$ cat src/hdl/nes_port_pkg.sv
`default_nettype none

package nes_port_pkg;

  // bits in one port word
  // first pad byte, then multitap pad byte, then signature byte
  localparam int REPORT_BITS = 24;

  // multitap signature bytes, one per port
  localparam logic [7:0] SIG_PORT1 = 8'h08;
  localparam logic [7:0] SIG_PORT2 = 8'h04;

  // control lines from the core
  // strobe latches both ports, each clock shifts its own port
  typedef struct packed {
    logic strobe;
    logic clock_p1;
    logic clock_p2;
  } port_ctrl_t;

  // shift contents of one serial port
  typedef logic [REPORT_BITS-1:0] port_word_t;

endpackage

`default_nettype wire

$ cat src/hdl/nes_pad_pkg.sv
`default_nettype none

package nes_pad_pkg;

  // console report byte
  // shifted out lsb first, so a is read first and right is read last
  typedef struct packed {
    logic right;
    logic left;
    logic down;
    logic up;
    logic start;
    logic select;
    logic b;
    logic a;
  } pad_buttons_t;

  // one game pad as it arrives from the host side
  // the turbo bits are separate hold buttons, not part of the report
  typedef struct packed {
    pad_buttons_t buttons;
    logic         a_turbo;
    logic         b_turbo;
  } pad_input_t;

  // default width of the turbo speed setting
  // a setting of n toggles the turbo phase every n frames, 0 turns turbo off
  localparam int TURBO_SPEED_BITS = 3;

endpackage

`default_nettype wire
$ cat src/hdl/nes_input_top.sv
`timescale 1ns/1ps
`default_nettype none

module nes_input_top #(
  parameter int SPEED_BITS = nes_pad_pkg::TURBO_SPEED_BITS
) (
  input  wire                          clk_ppu_21_47,
  input  wire                          reset_nes,
  // players 1 to 4
  input  wire nes_pad_pkg::pad_input_t   pads [4],
  input  wire                          vsync,
  input  wire [SPEED_BITS-1:0]         turbo_speed,
  input  wire                          multitap_enabled,
  input  wire                          swap_controllers,
  input  wire nes_port_pkg::port_ctrl_t  port_ctrl,
  // bit 0 port 1, bit 1 port 2
  output wire [1:0]                    port_data
);

  // per player report bytes after turbo
  nes_pad_pkg::pad_buttons_t reports [4];

  // one turbo block per player, all sharing vsync and speed
  for (genvar p = 0; p < 4; p++) begin : g_player
    pad_turbo #(
      .SPEED_BITS(SPEED_BITS)
    ) turbo_i (
      .clk_ppu_21_47(clk_ppu_21_47),
      .reset_nes    (reset_nes),
      .pad          (pads[p]),
      .vsync        (vsync),
      .turbo_speed  (turbo_speed),
      .report       (reports[p])
    );
  end

  // both serial ports
  joypad_port port_i (
    .clk_ppu_21_47   (clk_ppu_21_47),
    .reset_nes       (reset_nes),
    .reports         (reports),
    .multitap_enabled(multitap_enabled),
    .swap_controllers(swap_controllers),
    .port_ctrl       (port_ctrl),
    .port_data       (port_data)
  );

endmodule

`default_nettype wire

$ cat src/hdl/joypad_port.sv
`timescale 1ns/1ps
`default_nettype none

module joypad_port (
  input  wire                          clk_ppu_21_47,
  input  wire                          reset_nes,
  input  wire nes_pad_pkg::pad_buttons_t reports [4],
  input  wire                          multitap_enabled,
  input  wire                          swap_controllers,
  input  wire nes_port_pkg::port_ctrl_t  port_ctrl,
  output logic [1:0]                   port_data
);

  // serial shift registers, bit 0 is on the data line
  nes_port_pkg::port_word_t shift_p1;
  nes_port_pkg::port_word_t shift_p2;

  // words latched on strobe
  nes_port_pkg::port_word_t load_p1;
  nes_port_pkg::port_word_t load_p2;

  // pad byte that goes out first on each port
  nes_pad_pkg::pad_buttons_t first_p1;
  nes_pad_pkg::pad_buttons_t first_p2;

  // previous port clocks, bit 0 is port 1
  logic [1:0] clk_hist;
  logic       fall_p1;
  logic       fall_p2;

  // upper 16 bits are the multitap pad and the signature,
  // or all ones when no multitap is attached
  function automatic nes_port_pkg::port_word_t build_word(
    input logic                      multitap,
    input logic [7:0]                sig,
    input nes_pad_pkg::pad_buttons_t upper,
    input nes_pad_pkg::pad_buttons_t first
  );
    logic [15:0] high;
    high = multitap ? {sig, upper} : 16'hffff;
    return {high, first};
  endfunction

  // swap trades players 1 and 2 only
  assign first_p1 = swap_controllers ? reports[1] : reports[0];
  assign first_p2 = swap_controllers ? reports[0] : reports[1];

  assign load_p1 = build_word(multitap_enabled, nes_port_pkg::SIG_PORT1,
                              reports[2], first_p1);
  assign load_p2 = build_word(multitap_enabled, nes_port_pkg::SIG_PORT2,
                              reports[3], first_p2);

  assign fall_p1 = ~port_ctrl.clock_p1 & clk_hist[0];
  assign fall_p2 = ~port_ctrl.clock_p2 & clk_hist[1];

  always_ff @(posedge clk_ppu_21_47) begin
    if (reset_nes) begin
      clk_hist <= 2'b00;
    end else begin
      clk_hist <= {port_ctrl.clock_p2, port_ctrl.clock_p1};
    end
  end

  always_ff @(posedge clk_ppu_21_47) begin
    if (reset_nes) begin
      shift_p1 <= '0;
      shift_p2 <= '0;
    end else begin
      if (port_ctrl.strobe) begin
        shift_p1 <= load_p1;
        shift_p2 <= load_p2;
      end
      // a shift in the same cycle wins over the load
      if (fall_p1) begin
        shift_p1 <= {1'b0, shift_p1[nes_port_pkg::REPORT_BITS-1:1]};
      end
      if (fall_p2) begin
        shift_p2 <= {1'b0, shift_p2[nes_port_pkg::REPORT_BITS-1:1]};
      end
    end
  end

  // data lines come straight from the register outputs
  assign port_data = {shift_p2[0], shift_p1[0]};

endmodule

`default_nettype wire

$ cat src/hdl/pad_turbo.sv
`timescale 1ns/1ps
`default_nettype none

module pad_turbo #(
  parameter int SPEED_BITS = 3
) (
  input  wire                        clk_ppu_21_47,
  input  wire                        reset_nes,
  input  wire nes_pad_pkg::pad_input_t pad,
  input  wire                        vsync,
  input  wire [SPEED_BITS-1:0]       turbo_speed,
  output nes_pad_pkg::pad_buttons_t  report
);

  // vsync history for edge detect
  logic vsync_prev;
  logic vsync_rise;

  // frames counted since the last phase toggle
  logic [SPEED_BITS-1:0] frame_cnt;
  // one bit wider so a lowered speed cannot wrap the compare
  logic [SPEED_BITS:0]   cnt_next;

  // turbo phase, high means turbo buttons read as pressed
  logic phase;

  assign vsync_rise = vsync & ~vsync_prev;
  assign cnt_next   = {1'b0, frame_cnt} + 1'b1;

  always_ff @(posedge clk_ppu_21_47) begin
    if (reset_nes) begin
      vsync_prev <= 1'b0;
    end else begin
      vsync_prev <= vsync;
    end
  end

  always_ff @(posedge clk_ppu_21_47) begin
    if (reset_nes) begin
      frame_cnt <= '0;
      phase     <= 1'b0;
    end else if (turbo_speed == '0) begin
      // turbo off, hold everything at zero
      frame_cnt <= '0;
      phase     <= 1'b0;
    end else if (vsync_rise) begin
      if (cnt_next >= {1'b0, turbo_speed}) begin
        frame_cnt <= '0;
        phase     <= ~phase;
      end else begin
        frame_cnt <= cnt_next[SPEED_BITS-1:0];
      end
    end
  end

  // report follows the live buttons with no delay
  // only a and b pick up the turbo phase
  always_comb begin
    report   = pad.buttons;
    report.a = pad.buttons.a | (pad.a_turbo & phase);
    report.b = pad.buttons.b | (pad.b_turbo & phase);
  end

endmodule

`default_nettype wire

$ cat config.mk
export PLATFORM = sky130hd
export DESIGN_NAME = nes_input_top
export DESIGN_NICKNAME = d
export VERILOG_FILES = /design/src/hdl/nes_port_pkg.sv /design/src/hdl/nes_pad_pkg.sv /design/src/hdl/nes_input_top.sv /design/src/hdl/joypad_port.sv /design/src/hdl/pad_turbo.sv
export SDC_FILE = /design/constraint.sdc
export NUM_CORES = 1
export LEC_CHECK = 0
export CAP_MARGIN = 20
export CORE_MARGIN = 5
export CORE_UTILIZATION = 35
export DETAILED_ROUTE_END_ITERATION = 12
export DONT_BUFFER_PORTS = 1
export GPL_ROUTABILITY_DRIVEN = 0
export PLACE_DENSITY = 0.48
export SYNTH_ARGS = -nofsm -noshare
export SYNTH_HDL_FRONTEND = slang
export SYNTH_SLANG_ARGS = --single-unit
$ cat constraint.sdc
create_clock -name clk_ppu_21_47 -period 3 [get_ports clk_ppu_21_47]
set_input_delay 0.6 -clock clk_ppu_21_47 [delete_from_list [all_inputs] [get_ports clk_ppu_21_47]]
set_output_delay 0.6 -clock clk_ppu_21_47 [all_outputs]
set_load 0.01 [all_outputs]
=== Word level (Yosys, flattened, before mapping) ===
Cells that the tools add are included.

* $add $sub $neg: 4
* Magnitude comparators: 4
* Mux-type cells: 12
* Bitwise gates (word level): 26
* Reduce and logical (&&, ||, !) cells: 10

{| class="wikitable"
|+ Operators by type and width
! kind !! count
|-
| $mux 23 || 4
|-
| $mux 16 || 2
|-
| $add 3x1->4 const B || 4
|-
| $ge 4x3->1 || 4
|-
| $mux 8 || 2
|-
| $mux 3 || 4
|-
| $and 1x1->1 || 11
|-
| $or 1x1->1 || 8
|-
| $reduce_and 2->1 || 4
|-
| $not 1->1 || 7
|-
| $reduce_or 2->1 || 3
|-
| $reduce_bool 2->1 || 2
|-
| $logic_not 3->1 || 1
|}

* Flip-flop bits (word level): 67
* Bits of input ports: 51
* Output and inout bits: 2
* Word-level logic and storage cells: 70

=== Depth between registers and ports, before layout ===
* Depth after elaboration: 5
* Gate-level depth with buffers: 7
* Mapped depth without buffers: 7

=== By module ===
A second synthesis with hierarchy kept.

* Cell total of the unflattened synthesis: 439
* Area total of the unflattened synthesis: 3752.3 sq um

{| class="wikitable"
|+ Modules (own cells, without submodules)
! module !! times used !! cells each !! area each (sq um) !! seq. area each (sq um)
|-
| joypad_port || 1 || 259 || 2275.9 || 1001.0
|-
| pad_turbo || 4 || 45 || 369.1 || 100.1
|}

=== Worst setup path before layout ===
OpenSTA, ideal clock, no wires.

* Path type: flip-flop to flip-flop
* From: reg g_player[0].turbo_i.frame_cnt[0]
* To: reg g_player[0].turbo_i.phase
* Setup time: 0.070 ns
* Arrival time: 1.649 ns
* Required time: 2.930 ns
* Slack: 1.281 ns
* Cell stages (with the launch flop): 8
* Path buffers: 0
* Clock period less this slack: 1.719 ns
* Cell sequence: dfxtp_1 ha_1 xor2_1 ha_1 o21ai_0 o21a_2 or3_1 a21oi_1

* Longest elaborated chain between the ends: 3

{| class="wikitable"
|+ Ends and longest elaborated chain
! item !! line !! source
|-
| start: declaration || pad_turbo.sv:20 || <nowiki>logic [SPEED_BITS-1:0] frame_cnt;</nowiki>
|-
| start signal: assignment || pad_turbo.sv:51 || <nowiki>frame_cnt <= cnt_next[SPEED_BITS-1:0];</nowiki>
|-
| $add 3x1->4 || pad_turbo.sv:28 || <nowiki>assign cnt_next = {1'b0, frame_cnt} + 1'b1;</nowiki>
|-
| $ge 4x3->1 || pad_turbo.sv:47 || <nowiki>if (cnt_next >= {1'b0, turbo_speed}) begin</nowiki>
|-
| $reduce_and 2->1 (no source line) || -- ||
|-
| end signal: assignment || pad_turbo.sv:49 || <nowiki>phase <= ~phase;</nowiki>
|-
| end: declaration || pad_turbo.sv:25 || <nowiki>logic phase;</nowiki>
|}

Every way passes these cells.
A chain may end at the register's enable or synchronous reset.

=== Worst setup path after layout ===
* From: reg g_player[3].turbo_i.frame_cnt[0]
* To: reg g_player[3].turbo_i.phase

* Longest elaborated chain between the ends: 3

{| class="wikitable"
|+ Ends and longest elaborated chain
! item !! line
|-
| start: declaration || pad_turbo.sv:20
|-
| start signal: assignment || pad_turbo.sv:51
|-
| $add 3x1->4 || pad_turbo.sv:28
|-
| $ge 4x3->1 || pad_turbo.sv:47
|-
| $reduce_and 2->1 (no source line) || --
|-
| end signal: assignment || pad_turbo.sv:49
|-
| end: declaration || pad_turbo.sv:25
|}

Every way passes these cells.

==> results.py <==
metrics = {
    "clocking": {
        "max-clock-path-buffers": 2,
        "clk_latency_ns": 0.34,
        "numCtsBuffers": 9,
        "htree_levels": 3,
        "tritoncts_num_sinks": 67,
        "cts_tree": "built",
        "cts-hold-fix-buffers": 0,
        "cts_root_buf": "clkbuf_8",
        "cts_resized": 0,
        "path_clk_slew_ns": 0.07,
        "cts_post_setup_buffers_inserted": 0,
    },
    "power": {
        "power_frac_comb": 0.100,
        "power_mw": 2.13,
        "ir_worst_vdd_v": 0.000277,
        "p_leak_nw": 1.34,
        "p_sw_mw": 0.501,
        "p_sw_frac": 0.235,
        "p_per_area_nw_per_um2": 598,
        "p_seq_frac": 0.466,
        "internal_power_mw": 1.63,
        "pwr-share-clk": 0.435,
    },
    "route": {
        "vias": 2637,
        "first_pass_iters": 4,
        "routed-wl-met3_um": 460,
        "wl_met2_mm": 3.38,
        "detail-route-antenna-nets": 0,
        "top_layer": "met4",
        "m1WireLength_mm": 3.34,
        "routed_wl_mm": 7.25,
        "drcViolationCount": 0,
        "wl_per_cell_um": 14.4,
        "viasPerCell": 5.23,
        "drt_iter0_markers": 106,
    },
    "synth": {
        "yosysSeqAreaShare": 0.404,
        "synthTopCellsByArea": "dfxtp_1, a21oi_1, ha_1",
        "synth_common_cells": "dfxtp_1, a21oi_1, nand2_1",
        "synthCells": 392,
        "synth_edf_count": 0,
        "synth_top_cell_by_area": "dfxtp_1",
        "synth_top_area_frac": 0.404,
        "syn-num-nets": 459,
        "yosys.cell_count.top_type": "dfxtp_1",
        "synthArstFlopShare": 0,
        "yosysUniqueCellTypes": 29,
        "ys.flop_type": "dfxtp_1",
        "syn_area_per_cell_sq_um": 8.47,
        "synth-seq-cells": 67,
        "synthesis.area_sq_um": 3320,
        "ys_warn_count": 0,
    },
    "floorplanning": {
        "core.rowCount": 35,
        "fp.dieArea_sq_um": 11500,
        "start_util": 0.359,
        "die_w_um": 107,
        "die_y_um": 107,
        "top_level_ports": 53,
        "core_sq_um": 9240,
    },
    "global_routing": {
        "grt_max_degree": 64,
        "antenna_found_initial": 0,
        "overflow": 0,
        "first_global_vias": 2448,
        "grt_usage": 0.129,
        "grt_pass1_wl_mm": 11.9,
    },
    "timing": {
        "fin_skew_ns": 0.0123,
        "finalSetupTns_ns": 0,
        "fmaxAchievable_ghz": 0.541,
        "drv_slew": 0,
        "hold_viol_final": 0,
        "fin_crit_sh": 0.616,
        "setup_viol": 0,
        "slew_headroom": 0.441,
        "rsz0062_at_grt": "no",
        "finalWorstSetupSlack_ns": 1.15,
        "fin_crit_ns": 1.85,
        "hold_slack_ns": 0.325,
        "worstMarginPinSlew_ns": 0.839,
    },
    "placed_design": {
        "place_ws_ns": 1.19,
        "dp.cells": 488,
        "dp_hpwl_mm": 4.81,
        "io_buffers": 0,
    },
    "cells_and_area": {
        "fin_nets": 437,
        "nFillCells": 943,
        "diodes": 0,
        "drive_above_1_share": 0.0613,
        "syn2layout_area_growth_pct": 7.42,
        "fin_cells": 504,
    },
    "run": {
        "cap_violations": 0,
    },
    "setup_path": {
        "path_cells": "ha_1 > xor2_1 > ha_1 > o21ai_0 > o21a_2 > or3_1 > a21oi_1",
        "setup.worst_path.end_class": "flip-flop",
        "critPathSlowestCell": "dfxtp_1",
        "path_class": "flip-flop to flip-flop",
        "critical_path.startpoint_type": "flip-flop",
        "worstPathRequired_ns": 3.26,
        "cpMostUsedCell": "ha_1",
        "cp_max_fo": 6,
        "critPathMaxStageDelay_ns": 0.35,
        "arrival_ns": 2.10,
    },
    "min_path": {
        "holdCritPathClass": "primary input to flip-flop",
    },
    "outcome": {
        "status": "finished clean",
    },
}
==> sequential cells by signal, summed over array words and instances, names as in the netlist <==
name,flops
port_i.shift_p2,24
g_player.turbo_i.frame_cnt,12
port_i.shift_p1,24
g_player.turbo_i.phase,4
port_i.clk_hist,2
g_player.turbo_i.vsync_prev,1
==> per-layer routing <==
layer  global-route usage  vias to the layer above
met2                0.202                       47
met5                    0                        -
met4               0.0397                        0
met1                0.163                     1214
li1                     -                     1372
met3               0.0528                        4
==> cell usage in the layout, fill, tap and decap left out, drive strengths merged <==
cell type / instances
a21oi: 56
mux2i: 20
clkbuf: 10
nor2: 34
nor3b: 4
a211oi: 16
nand4b: 4
nand2: 53
clkinvlp: 1
ha: 16
or2: 1
nand3b: 5
nor2b: 6
nand3: 4
o211ai: 13
dfxtp: 67
and2: 1
o221ai: 15
o21ai: 10
nand2b: 3
or3: 4
bufinv: 3
buf: 2
a31oi: 8
xor2: 4
o21a: 4
nor3: 7
inv: 3
clkinv: 1
==> critical path, delay by kind of cell, from the launching register on <==
kind            cells  cell delay, ns
fa+ha+maj           2            0.51
compound gates      3            0.46
flops               1            0.35
simple gates        1            0.31
xor+xnor            1            0.15
==> per-stage QoR <==
stage,utilization,area (sq um)
after floorplan,-,3320
after global placement,0.359,3320
after detailed placement,0.359,3320
after CTS,0.386,3570
after global routing,0.386,3570
final,0.386,3570
==> final cells by class <==
class                           count  area [sq um]  share of cell area
Inverter                            2          7.51             0.00210
Clock buffer                       10           138              0.0386
Clock inverter                      6           111              0.0312
Multi-Input combinational cell    288          1780               0.499
Timing Repair Buffer                2          27.5             0.00772
Sequential cell                    67          1340               0.376
Tap cell                          129           161              0.0452
==> logic make-up (layout without fill, tap and decap cells) <==
group	count (synthesis)	count (layout)	share of synthesized area
AO/OA/AOI/OAI	122	122	0.230
XOR/XNOR	4	4	0.0105
adder cells (fa/ha/maj)	16	16	0.0603
buffers and inverters	37	20	0.0607
flip-flops	67	67	0.404
multiplexers	20	20	0.0603
AND/OR/NAND/NOR	126	126	0.174
==> path summary, 6_finish.rpt <==
path | from | endpoint | slack [ns] | depth (start not counted)
hold reg to reg | port_i.shift_p1[21] | port_i.shift_p1[20] | 0.44 | 2
setup / recovery | g_player[3].turbo_i.frame_cnt[0] | g_player[3].turbo_i.phase | 1.15 | 7
setup reg to reg | g_player[3].turbo_i.frame_cnt[0] | g_player[3].turbo_i.phase | 1.15 | 7
hold / removal | reset_nes | g_player[2].turbo_i.vsync_prev | 0.32 | 1
==> power by group through the flow <==
stage | clock [mW] | sequential [mW] | combinational, mW
2_1_floorplan | 0 | 1.00 | 0.217
3_3_place_gp | 0 | 1.01 | 0.213
3_5_place_dp | 0 | 1.01 | 0.216
4_1_cts | 0.956 | 0.993 | 0.217
5_1_grt | 1.00 | 1.00 | 0.249
6_report | 0.927 | 0.993 | 0.213
No activity file was read; power rests on OpenSTA's default activity.
